**src/logic/soc_params.svh**
```systemverilog
`ifndef SOC_PARAMS_SVH
`define SOC_PARAMS_SVH

// ====================
// address map
// ====================
`define BRAM_BASE          (32'h0000_0000)
`define BRAM_WORDS         256

`define PRINT_BASE         (32'h1000_0000)
`define PRINT_SIZE         (32'h0000_1000)

`define CLINT_BASE         (32'h0200_0000)
`define CLINT_SIZE         (32'h0001_0000)

`define CLIC_BASE          (32'h0C00_0000)
`define CLIC_SIZE          (32'h0000_1000)

// ====================
// register offsets
// ====================
// 64-bit registers occupy two words, low word first
`define CLINT_MSIP_OFS     (32'h0000_0000)
`define CLINT_MTIMECMP_OFS (32'h0000_4000)
`define CLINT_MTIME_OFS    (32'h0000_BFF8)

`define CLIC_NUM_IRQ       8
`define CLIC_PENDING_OFS   (32'h0000_0000)
`define CLIC_ENABLE_OFS    (32'h0000_0004)
`define CLIC_CLAIM_OFS     (32'h0000_0008)

`endif
```
**src/logic/soc_pkg.sv**
```systemverilog
package soc_pkg;

  // ====================
  // native memory port
  // ====================

  // request side, driven by the core
  // wstrb of zero means a read
  typedef struct packed {
    logic        valid;
    logic        instr;
    logic [31:0] addr;
    logic [31:0] wdata;
    logic [3:0]  wstrb;
  } mem_req_t;

  // response side, ready pulses for one cycle
  typedef struct packed {
    logic        ready;
    logic [31:0] rdata;
  } mem_rsp_t;

  // ====================
  // helpers
  // ====================

  // byte lanes of new_word replace old_word where strb is set
  function automatic logic [31:0] wstrb_merge(
    input logic [31:0] old_word,
    input logic [31:0] new_word,
    input logic [3:0]  strb
  );
    logic [31:0] result;
    result = old_word;
    for (int b = 0; b < 4; b++) begin
      if (strb[b]) begin
        result[8*b +: 8] = new_word[8*b +: 8];
      end
    end
    return result;
  endfunction

endpackage

```
**src/logic/clic.sv**
```systemverilog
`include "soc_params.svh"

module clic (
  input  logic                     clk,
  input  logic                     arst_n,
  input  soc_pkg::mem_req_t         req,
  output soc_pkg::mem_rsp_t         rsp,
  input  logic [`CLIC_NUM_IRQ-1:0] irq,
  output logic                     meip,
  output logic [11:0]              meid
);

  localparam int N   = `CLIC_NUM_IRQ;
  localparam int IDW = $clog2(N);

  logic          access;
  logic          wr;
  logic [31:0]   word_addr;
  logic [31:0]   clr_word;
  logic [31:0]   en_word;
  logic          ready_q;
  logic [31:0]   rdata_q;
  logic [N-1:0]  pending_q;
  logic [N-1:0]  enable_q;
  logic [N-1:0]  active;
  logic [11:0]   meid_c;

  assign access    = req.valid && !ready_q;
  assign wr        = access && (req.wstrb != 4'b0000);
  assign word_addr = {req.addr[31:2], 2'b00};

  // write data seen through the byte strobes
  assign clr_word = soc_pkg::wstrb_merge(32'd0, req.wdata, req.wstrb);
  assign en_word  = soc_pkg::wstrb_merge(32'(enable_q), req.wdata, req.wstrb);

  // ====================
  // pending and enable
  // ====================
  always_ff @(posedge clk or negedge arst_n) begin
    if (!arst_n) begin
      ready_q   <= 1'b0;
      pending_q <= '0;
      enable_q  <= '0;
    end else begin
      ready_q <= access;
      // a line still high wins over the clear
      if (wr && word_addr == `CLIC_PENDING_OFS) begin
        pending_q <= (pending_q & ~clr_word[N-1:0]) | irq;
      end else begin
        pending_q <= pending_q | irq;
      end
      if (wr && word_addr == `CLIC_ENABLE_OFS) begin
        enable_q <= en_word[N-1:0];
      end
    end
  end

  // lowest active id
  assign active = pending_q & enable_q;

  always_comb begin
    meid_c = '0;
    for (int i = N - 1; i >= 0; i--) begin
      if (active[i]) begin
        meid_c = 12'(i);
      end
    end
  end

  assign meip = |active;
  assign meid = meid_c;

  always_ff @(posedge clk) begin
    if (access) begin
      if (word_addr == `CLIC_PENDING_OFS) begin
        rdata_q <= 32'(pending_q);
      end else if (word_addr == `CLIC_ENABLE_OFS) begin
        rdata_q <= 32'(enable_q);
      end else if (word_addr == `CLIC_CLAIM_OFS) begin
        rdata_q <= {20'b0, meid_c};
      end else begin
        rdata_q <= '0;
      end
    end
  end

  assign rsp.ready = ready_q;
  assign rsp.rdata = rdata_q;

  a_claim_pending: assert property (@(posedge clk) disable iff (!arst_n)
    meip |-> pending_q[meid[IDW-1:0]] && enable_q[meid[IDW-1:0]]);

endmodule

```
**config.mk**
```make
export PLATFORM = sky130hd
export DESIGN_NAME = clic
export DESIGN_NICKNAME = d
export VERILOG_FILES = /design/src/logic/soc_pkg.sv /design/src/logic/clic.sv
export VERILOG_INCLUDE_DIRS = /design/src /design/src/logic
export SDC_FILE = /design/constraint.sdc
export NUM_CORES = 1
export LEC_CHECK = 0
export BUFFER_PORTS_ARGS = -buffer_cell sky130_fd_sc_hd__buf_2
export CAP_MARGIN = 20
export CORE_UTILIZATION = 41
export CTS_CLUSTER_SIZE = 8
export DETAILED_ROUTE_END_ITERATION = 8
export PLACE_DENSITY = 0.85
export SLEW_MARGIN = 20
export SYNTH_ARGS = -nofsm -noshare
export SYNTH_HDL_FRONTEND = slang
export SYNTH_SLANG_ARGS = --single-unit
```
**constraint.sdc**
```tcl
create_clock -name clk -period 6.5 [get_ports clk]
set_clock_uncertainty 0.1 [all_clocks]
set_input_delay 1.3 -clock clk [delete_from_list [all_inputs] [get_ports clk]]
set_output_delay 1.3 -clock clk [all_outputs]
set_load 0.02 [all_outputs]
```
Word-level counts from Yosys, hierarchy flattened

Cells that the tools add are included.

Bits in registers: 49
Input port bits: 80
Output and inout bits: 46
Word-level logic and storage cells: 38

Equal/unequal tests: 2
Muxes and demuxes: 13
Bitwise gates (word level): 6
Reduce and logical (&&, ||, !) cells: 11

Operator list:

| operator            | count |
|---|---|
| $mux 12             | 7 |
| $mux 8              | 5 |
| $logic_not 32->1    | 1 |
| $eq 30x1->1 const B | 1 |
| $eq 30x2->1 const B | 1 |
| $and 8x8->8         | 2 |
| $or 8x8->8          | 2 |
| $not 8->8           | 1 |
| $reduce_or 8->1     | 1 |
| $logic_and 1x1->1   | 4 |
| $reduce_bool 4->1   | 1 |
| $mux 3              | 1 |
| $reduce_or 3->1     | 1 |
| $reduce_and 2->1    | 1 |
| $reduce_or 2->1     | 1 |
| $logic_not 1->1     | 1 |
| $not 1->1           | 1 |

Depth between registers and ports, before layout

Gate-level depths: netlist (run 1).

Depth after elaboration: 12
Mapped depth: 6
Depth with buffers taken out: 5

Worst setup path before layout (run 1)

No wires, ideal clock.

Kind: input to register
Start point: input port req[69] (netlist bit)
End point: register enable_q[0]
Library setup time: 127 ps
Data arrival time: 2,868 ps
Data required time: 6,273 ps
Slack: 3,404 ps
Stages: 6
Buffers on the path: 2
Cells stage by stage: nor2b_1 > and2_0 > clkbuf_1 > and4_1 > buf_4 > mux2_1

Cells in the longest elaborated chain, start to end: 4

Ends and longest elaborated chain:

| what                        | RTL line   | source |
|---|---|---|
| start, declared             | clic.sv:6  | `input soc_pkg::mem_req_t req,` |
| $logic_and 1x1->1           | clic.sv:28 | `assign access = req.valid && !ready_q;` |
| $logic_and 1x1->1           | clic.sv:29 | `assign wr = access && (req.wstrb != 4'b0000);` |
| $logic_and 1x1->1 (no line) | n/a        |  |
| $reduce_and 2->1 (no line)  | n/a        |  |
| end signal, assigned        | clic.sv:53 | `enable_q <= en_word[N-1:0];` |
| end, declared               | clic.sv:24 | `logic [N-1:0] enable_q;` |

Every way passes these cells.
A chain may end at the register's enable or synchronous reset.

Worst setup path in the final report (run 1)

Start point: input port req[69] (netlist bit)
End point: register enable_q[1]

Cells in the longest elaborated chain, start to end: 4

Ends and longest elaborated chain:

| what                        | RTL line   | source |
|---|---|---|
| $logic_and 1x1->1           | clic.sv:28 |  |
| net access                  | clic.sv:16 | `logic access;` |
| $logic_and 1x1->1           | clic.sv:29 |  |
| $logic_and 1x1->1 (no line) | n/a        |  |
| $reduce_and 2->1 (no line)  | n/a        |  |

The timed path passes the listed nets, and every way through them passes these cells.

==> out/results.ini, run 1 <==
[status]
status=complete, no violations

[power]
switching_power_w=0.0000816
switching_share_pct=28.7
power.internal_w=0.000203
clkPwrFrac_pct=24.6
power_w=0.000285
power_density_nw_per_um2=163
leakagePower_nw=0.839
vdd_drop_max_v=0.000109
p_seq_share_pct=58.2
combPwrFrac_pct=17.2

[clocking]
htreeDepth=1
postCtsHoldBufs=0
postCtsSetupRepairBufs=0
cts_buffers=3
post_cts.resized_instances=0
path_clk_slew_ps=140
clockBufferDepth=2
clkLatencyLatePin_ps=320
cts_tree=yes
clock_sinks=25
clockRootBuffer=clkbuf_4

[grt]
grt_first_pass_wirelength_um=4810
grtUsageTotal_pct=15.5
grt_pass1_vias=1110
overflow=0
grt_max_degree=18
grt_antenna_before_repair=0

[sta]
rsz0062_at_grt=no
worst_pin_slew_ps=712
max_freq_mhz=304
timing.hold.ws_ps=459
min_period_ps=3290
relSlewSlack_pct=52.4
fin_tns_setup_ps=0
hold_viol_final=0
finalSetupViolCount=0
slew_viol_final=0
fin_crit_sh_pct=50.5

[critical_path]
critPathRequiredTime_ps=6610
cp_max_fo=10
r2r-start=ready_q
r2r_end=enable_q[1]
worstSetupStartpointType=primary input
endpoint_kind=flop
rrSetupSlack_ps=3870
crit_type=in2reg
crit_arrival_ps=3400
worst_r2r_path_depth=4

[logic_synthesis]
yosysWarnings=0
synthCells=146
syn_avg_cell_area_um2=10.3
synth.cell_area_um2=1500
synth-seq-area-share_pct=44.4
synth_cell_types=30
ys_seq_elements=25

[die]
num_rows=21
initial_core_util_pct=43.9
design.portCount=126
core-area_um2=3420
dieArea_um2=3910
dieWidth_um=62.5
die_h_um=62.5

[placement]
gp_congestion=0.865
hpwl_um=2350
portBuffers=62

[min_path]
min_to=pending_q[6]
min_from=pending_q[6]
hp-class=reg2reg
holdPathStages=1

[routing]
drc_errors=0
ant_nets=0
first_pass_iters=4
avgViaCountPerCell=4.74
drt-initial-drc-count=6
routed_wl_um=2940
via_count=1194
wl_per_cell_um=11.7

[finish]
mostFrequentLayoutCell=buf_2
regArea_um2=666
layout.nets=287
drive_gt1_share_pct=32.5
final_cell_mix=buf_2, conb_1, dfrtp_1
finish.utilization_pct=51.0
fillers=338
num_antenna_cells=0
area_growth_pct=16.1
multi_input_area_um2=673

[flow_run]
drv_cap=0

through the flow:
| stage | worst slack [ps] | instances | cell area, µm² |
|---|---|---|---|
| CTS | 3170 | 252 | 1740 |
| global placement | 2880 | 248 | 1710 |
| finish | 3210 | 252 | 1740 |
| floorplan | 3400 | 178 | 1620 |
| global route | 3000 | 252 | 1740 |
| detailed placement | 2850 | 248 | 1710 |
registers in the layout (all words and copies together) (netlist names):
register	count
ready_q	1
pending_q	8
rdata_q	8
enable_q	8
Yosys cell counts, drive strengths merged:
master	count	area, µm²
clkbuf	3	11.3
o21ai	1	5.00
nor2b	1	6.26
nor4	7	43.8
a21o	8	60.1
mux2i	6	60.1
edfxtp	8	240
a22oi	2	15.0
buf	35	263
nand2b	1	6.26
o21a	1	7.51
nor2	7	26.3
a2111oi	1	8.76
mux2	8	90.1
a32o	2	20.0
nand3	3	15.0
a31oi	3	18.8
nor3	2	15.0
conb	1	3.75
nand4	9	56.3
and4	1	8.76
a21oi	3	15.0
a211oi	1	7.51
and2	2	12.5
a22o	2	17.5
dfrtp	17	425
inv	2	7.51
nand2	9	33.8
worst max-delay path by stage:
stage	to	slack, ps	start	depth (start not counted)
3_3_place_gp	enable_q[1]	2880	req[69]	5
2_1_floorplan	enable_q[0]	3400	req[69]	6
5_1_grt	enable_q[1]	3000	req[69]	5
4_1_cts	enable_q[1]	3170	req[69]	5
3_5_place_dp	enable_q[4]	2850	req[69]	5
6_report	enable_q[1]	3210	req[69]	5
power groups by stage:
stage	clock, W	combinational [W]	sequential, W
final	0.0000700	0.0000490	0.000166
after floorplan	0	0.0000407	0.000172
after global routing	0.0000780	0.0000534	0.000166
after global placement	0	0.0000485	0.000169
after CTS	0.0000714	0.0000493	0.000166
after detailed placement	0	0.0000492	0.000169
logic make-up after synthesis:
group / Yosys count / share of synthesized area [%]
DFF: 25 / 44.4
muxes: 14 / 10.0
buffers and inverters: 40 / 18.8
AOI/OAI and AO/OA: 24 / 11.7
and+or+nand+nor: 42 / 14.9
other: 1 / 0.250
area by class of cell:
class                      instances  area share (%)
multi-input combinational        113            38.6
sequential                        25            38.2
inverter                           2           0.431
clock buffer                       3            1.29
tap                               46            3.30
timing repair buffer              62            17.8
clock inverter                     1           0.287
critical path, cell delays in order:
cell and delay [ps]:
buf_2 70, nor2b_1 570, and2_0 550, and4_1 530, mux2_1 380
metal layers:
metal  track usage [%]  routed length, µm  part of all wire [%]
met1              17.8               1190                    41
met2              27.6               1500                    51
met3              2.92                206                   7.0
met4              6.98                 38                   1.3
met5                 0                  0                     0
No activity file was read; power rests on OpenSTA's default activity.
==> run 2: changes to the inputs <==
--- a/config.mk
+++ b/config.mk
@@ -8,10 +8,10 @@
 export LEC_CHECK = 0
 export BUFFER_PORTS_ARGS = -buffer_cell sky130_fd_sc_hd__buf_2
 export CAP_MARGIN = 20
-export CORE_UTILIZATION = 41
+export CORE_UTILIZATION = 35
 export CTS_CLUSTER_SIZE = 8
 export DETAILED_ROUTE_END_ITERATION = 8
-export PLACE_DENSITY = 0.85
+export PLACE_DENSITY = 0.77
 export SLEW_MARGIN = 20
 export SYNTH_ARGS = -nofsm -noshare
 export SYNTH_HDL_FRONTEND = slang
==> constraint.sdc (replaced) <==
create_clock -name clk -period 2.8 [get_ports clk]
set_clock_uncertainty 0.1 [all_clocks]
set_input_delay 0.56 -clock clk [delete_from_list [all_inputs] [get_ports clk]]
set_output_delay 0.56 -clock clk [all_outputs]
set_load 0.02 [all_outputs]
==> run 2 against run 1 <==
Compared with the run above:
- critical path depth decreased by 2
- sequential share of layout area decreased by 0.81 points
- setup slack got worse by 2700 ps
- core utilization decreased by 7.1 points
- wire length increased by 3.6%
- sequential cell count unchanged
- critical path type is now reg2out
- via count increased by 1.1%
- count of clock-buffer cells in the layout increased by 1
- global-route usage decreased by 0.97 points
==> out/results.ini, run 2 (synthesis gave the netlist of run 1 again) <==
[placement]
hpwl_um=2480  ; +5.7%
placed_cells=254  ; +2.4%
portBuffers=62  ; unchanged
gp_congestion=0.884  ; +2.1%
placed_area_um2=1730  ; +1.2%

[critical_path]
endpoint_kind=output pin
crit_type=reg2out
crit_chain=a22o_1 -> a211oi_1 -> buf_2
rrSetupSlack_ps=1040  ; -2830 ps
slowest_delay_ps=420  ; -150 ps
critPathRequiredTime_ps=2140  ; -4470 ps
cp_max_fo=4  ; -6
worstSetupStartpointType=flop
critPathSlowestCell=dfrtp_1
crit_arrival_ps=1580  ; -1820 ps

[clocking]
postCtsHoldBufs=0  ; unchanged
clkLatencyLatePin_ps=270  ; -50 ps
clockBufferDepth=2  ; unchanged
postCtsSetupRepairBufs=0  ; unchanged
htreeDepth=1  ; unchanged
cts_buffers=3  ; unchanged
post_cts.resized_instances=0  ; unchanged
path_clk_slew_ps=80  ; -60 ps
clock_sinks=25  ; unchanged
clockRootBuffer=clkbuf_8
cts_tree=yes

[die]
dieWidth_um=67.5  ; +8.0%
design.portCount=126  ; unchanged
die_h_um=67.5  ; +8.0%
dieArea_um2=4550  ; +17%
core-area_um2=4060  ; +19%
initial_core_util_pct=37.0  ; -6.9 points
num_rows=23  ; +9.5%

[finish]
num_antenna_cells=0  ; unchanged
area_growth_pct=18.6
top_regs=enable_q (8), pending_q (8), rdata_q (8)
final_cell_mix=buf_2, conb_1, dfrtp_1
fin_area_um2=1780  ; +2.2%
mostFrequentLayoutCell=buf_2
instances_no_fill=258  ; +2.4%
layout.nets=289  ; +0.70%
drive_gt1_share_pct=32.7  ; +0.17 points
fillers=420  ; +24%

[routing]
via_count=1207  ; +1.1%
drc_errors=0  ; unchanged
drt-initial-drc-count=30  ; +24
wl_per_cell_um=11.8  ; +1.2%
avgViaCountPerCell=4.68  ; -1.3%
routed_wl_um=3040  ; +3.6%
ant_nets=0  ; unchanged
first_pass_iters=4  ; unchanged

[status]
status=complete, no violations

[sta]
worst_pin_slew_ps=599  ; -113 ps
fin_tns_setup_ps=0  ; unchanged
slew_viol_final=0  ; unchanged
max_freq_mhz=446
fin_crit_sh_pct=80.1
min_period_ps=2240
rsz0062_at_grt=no
relSlewSlack_pct=59.8  ; +7.4 points
hold_viol_final=0  ; unchanged
finalSetupViolCount=0  ; unchanged

[grt]
grt_busiest_layer=met2
grt_max_degree=18  ; unchanged
overflow=0  ; unchanged
grt_util_met1_pct=17.0  ; -0.85 points
grt_use_met2_pct=25.1  ; -2.5 points
grt_first_pass_wirelength_um=4860  ; +1.0%
grt_pass1_vias=1102  ; -0.72%
met3_usage_pct=2.36  ; -0.55 points
grt_antenna_before_repair=0  ; unchanged
grtUsageTotal_pct=14.5  ; -0.97 points

[power]
power_density_nw_per_um2=402  ; +150%
vdd_drop_max_v=0.000149  ; +37%
leakagePower_nw=0.855  ; +1.8%

[min_path]
hp-class=in2async

[flow_run]
drv_cap=0  ; unchanged

[run 2: changes by cell type in the layout (fill, tap and decap cells not counted), sizes merged]
cell    delta
clkinv     -1
clkbuf     +1
buf        +2
[run 2: layer usage]
| layer | vias to the layer above | routed length (µm) |
|---|---|---|
| li1 | 590 | - |
| met4 | 0 | 57 |
| met1 | 554 | 1230 |
| met5 | - | 0 |
| met3 | 5 | 220 |
| met2 | 58 | 1540 |
[run 2: per-stage QoR]
stage	setup slack [ps]	hold slack [ps]	utilization, %	power (W)
3_5_place_dp	318	403	42.7	0.000509
4_1_cts	553	101	43.8	0.000723
2_1_floorplan	444	164	-	0.000493
5_1_grt	327	111	43.8	0.000751
6_report	558	88.3	43.8	0.000716
3_3_place_gp	334	397	42.7	0.000507
[run 2: worst max-delay path: cells and delay by family (launching register included)]
kind / cells / cell delay [ps]
flops: 1 / 420
compound gates: 2 / 650
buf+inv: 1 / 240
[run 2: final timing paths]
path                         startpoint  depth (start not counted)           end
max in group asynchronous        arst_n                          1  pending_q[1]
min reg2reg                pending_q[6]                          1  pending_q[6]
max reg2reg                     ready_q                          4   enable_q[6]
max                        pending_q[1]                          3       meid[2]
min                              arst_n                          1  pending_q[4]
min in group clk                 irq[7]                          2  pending_q[7]
[run 2: where the power goes]
group	internal, W	total [W]	switching [W]
sequential	0.000383	0.000384	0.00000146
combinational	0.0000367	0.000117	0.0000799
clock	0.000102	0.000215	0.000113
[run 2: final cells by class]
class	count	area [µm²]	area share, %
Inverter	2	7.51	0.422
Multi-Input combinational cell	113	673	37.8
Clock buffer	4	45.0	2.53
Sequential cell	25	666	37.4
Timing Repair Buffer	64	325	18.3
Tap cell	50	62.6	3.52
==> run 3: changes to the inputs <==
--- a/config.mk
+++ b/config.mk
@@ -6,12 +6,13 @@
 export SDC_FILE = /design/constraint.sdc
 export NUM_CORES = 1
 export LEC_CHECK = 0
+export ABC_AREA = 1
 export BUFFER_PORTS_ARGS = -buffer_cell sky130_fd_sc_hd__buf_2
 export CAP_MARGIN = 20
-export CORE_UTILIZATION = 35
+export CORE_UTILIZATION = 36
 export CTS_CLUSTER_SIZE = 8
 export DETAILED_ROUTE_END_ITERATION = 8
-export PLACE_DENSITY = 0.77
+export PLACE_DENSITY = 0.76
 export SLEW_MARGIN = 20
 export SYNTH_ARGS = -nofsm -noshare
 export SYNTH_HDL_FRONTEND = slang
==> constraint.sdc (replaced) <==
create_clock -name clk -period 2 [get_ports clk]
set_clock_uncertainty 0.1 [all_clocks]
set_input_delay 0.4 -clock clk [delete_from_list [all_inputs] [get_ports clk]]
set_output_delay 0.4 -clock clk [all_outputs]
set_load 0.02 [all_outputs]
==> run 3 against run 2 <==
Compared with the run above:
- sequential cell count stayed put
- synthesized area is 12% higher
- register-to-register slack worse by 610 ps
- count of clock-buffer cells in the layout is the same
- clock power grew 32%
- sequential power up 40%
- critical path depth is 5 higher
- critical endpoint is now meid[0]
- largest power group unchanged
==> out/results.ini, run 3 <==
[clocking]
post_cts.resized_instances=0  ; unchanged
cts_buffers=3  ; unchanged
clock_sinks=25  ; unchanged
htreeDepth=1  ; unchanged
clkLatencyLatePin_ps=260  ; about the same
cts_tree=yes
clockRootBuffer=clkbuf_8
path_clk_slew_ps=80  ; about the same
clockBufferDepth=2  ; unchanged

[min_path]
hp-class=in2reg
min_from=irq[1]

[grt]
grt_max_degree=18  ; unchanged
overflow=0  ; unchanged
grt_pass1_vias=1259  ; +14%
grt_first_pass_wirelength_um=5440  ; +12%
grt_antenna_before_repair=0  ; unchanged
grtUsageTotal_pct=13.5  ; -0.98 points

[critical_path]
worstSetupStartpointType=flop
crit_arrival_ps=1400  ; -180 ps
r2r-start=ready_q
cpMostUsedCell=nand2_1
crit_start=enable_q[6]
crit_chain=nand2_1 -> nand2_1 -> nand2_1 -> nand2_1 -> nand2_1 -> nand2_1 -> a21boi_0 -> buf_2
endpoint_kind=output pin
cp_max_fo=3  ; -1
path_buf_inv=1  ; unchanged
path_delay_family=flip-flops
slowest_delay_ps=410  ; about the same
critPathSlowestCell=dfrtp_1
crit_type=reg2out
critPathRequiredTime_ps=1500  ; -640 ps

[die]
initial_core_util_pct=38.1  ; +1.1 points
dieArea_um2=4950  ; +8.7%
num_rows=24  ; +4.3%
die_h_um=70.3  ; +4.3%
dieWidth_um=70.3  ; +4.3%
design.portCount=126  ; unchanged
core-area_um2=4410  ; +8.8%

[finish]
layout.nets=363  ; +26%
final_cell_mix=buf_2, nand2_1, conb_1
mostFrequentLayoutCell=buf_2
fin_area_um2=2000  ; +12%
top_regs=enable_q (8), pending_q (8), rdata_q (8)
area_growth_pct=18.7  ; about the same
drive_gt1_share_pct=32.6  ; -0.068 points
instances_no_fill=334  ; +29%
num_antenna_cells=0  ; unchanged
fillers=467  ; +11%

[logic_synthesis]
synth_area_leaders=dfrtp_1, buf_4, edfxtp_1
syn_avg_cell_area_um2=7.89  ; -23%
synth.cell_area_um2=1680  ; +12%
synth_cell_types=28  ; -6.7%
yosysWarnings=0  ; unchanged
synth_common_cells=nand2_1, buf_4, inv_1, nor2_1, dfrtp_1
synth.most_common_cell=nand2_1
synth_top_area_cell=dfrtp_1
synth_top_area_share_pct=25.3  ; -3.1 points
synth-seq-area-share_pct=39.6  ; -4.8 points
postSynth.asyncResetShare_pct=68.0  ; unchanged
synth_edf_count=8  ; unchanged
synthCells=213  ; +46%
ys_seq_elements=25  ; unchanged
ys.flop_type=dfrtp_1

[routing]
drc_errors=0  ; unchanged
drt-initial-drc-count=44  ; +47%
ant_nets=0  ; unchanged
routed_wl_um=3180  ; +4.6%
wl_per_cell_um=9.53  ; -19%
first_pass_iters=4  ; unchanged
via_count=1404  ; +16%
avgViaCountPerCell=4.20  ; -10%

[sta]
fin_crit_sh_pct=94.8
hold_viol_final=0  ; unchanged
min_period_ps=1900
max_freq_mhz=527
slew_viol_final=0  ; unchanged
finalSetupViolCount=0  ; unchanged

[power]
leakagePower_nw=1.14  ; +34%
power_density_nw_per_um2=494  ; +23%
vdd_drop_max_v=0.000329  ; +120%

[flow_run]
drv_cap=0  ; unchanged

[placement]
hpwl_um=2700  ; +8.6%
placed_area_um2=1930  ; +11%
portBuffers=65  ; +4.8%
gp_congestion=0.808  ; -8.6%
placed_cells=328  ; +29%

[status]
status=complete, no violations

## run 3: repair_timing
action,in CTS,in global routing
endpoints found under the hold margin,17,0
hold buffers,1,0
setup buffers,0,1
endpoints found under the setup margin,0,1
## run 3: report_power, final
group | leakage (nW) | internal, W | switching (W)
Combinational | 0.847 | 0.0000539 | 0.000112
Sequential | 0.274 | 0.000535 | 0.00000180
Clock | 0.0228 | 0.000142 | 0.000141
## run 3: metal layers
metal  up-vias  part of all wire [%]  track usage [%]
met5         -                     0                0
met3         0                   5.7             3.61
met1       621                    42             16.4
met2        47                    53             24.3
met4         0                     0             1.78
li1        736                     -                -
## run 3: layout make-up
class                           count  area, µm²  share of cell area [%]
Multi-Input combinational cell    158        768                    38.5
Sequential cell                    25        666                    33.4
Timing Repair Buffer               68        350                    17.6
Inverter                           27        101                    5.08
Tap cell                           52       65.1                    3.26
Clock buffer                        4       45.0                    2.26
## run 3: through the flow
stage | util [%] | TNS, ps | power [W] | setup WS, ps | hold WS (ps)
floorplan | - | 0 | 0.000696 | 319 | 4.41
global placement | 43.8 | 0 | 0.000710 | 201 | 242
detailed placement | 43.8 | 0 | 0.000713 | 155 | 242
CTS | 45.0 | 0 | 0.000996 | 90.3 | 210
global route | 45.2 | -5.43 | 0.00104 | -5.43 | 211
finish | 45.2 | 0 | 0.000986 | 103 | 214
## run 3: kinds of logic (layout without fill, tap and decap cells)
kind of cell,Yosys count,count (layout),share of synthesized area (%)
and+or+nand+nor,99,99,28.1
buffers and inverters,62,99,21.9
DFF,25,25,39.6
other,1,33,0.223
AOI/OAI and AO/OA,26,26,10.3
## run 3: worst paths after layout
path / end / slack [ps] / cells after the start
max: meid[0] / 100 / 8
min: pending_q[1] / 210 / 3
max reg2reg: enable_q[4] / 430 / 5
min reg2reg: enable_q[4] / 420 / 2
max in group asynchronous: pending_q[5] / 1040 / 2
min in group asynchronous: enable_q[6] / 490 / 2
## run 3: worst register-to-register path, cell delays in order (launching register included)
cell,delay [ps]
dfrtp_1,380
or2_2,320
nor2_1,200
nand3_4,250
nand2_1,150
o21ai_2,60
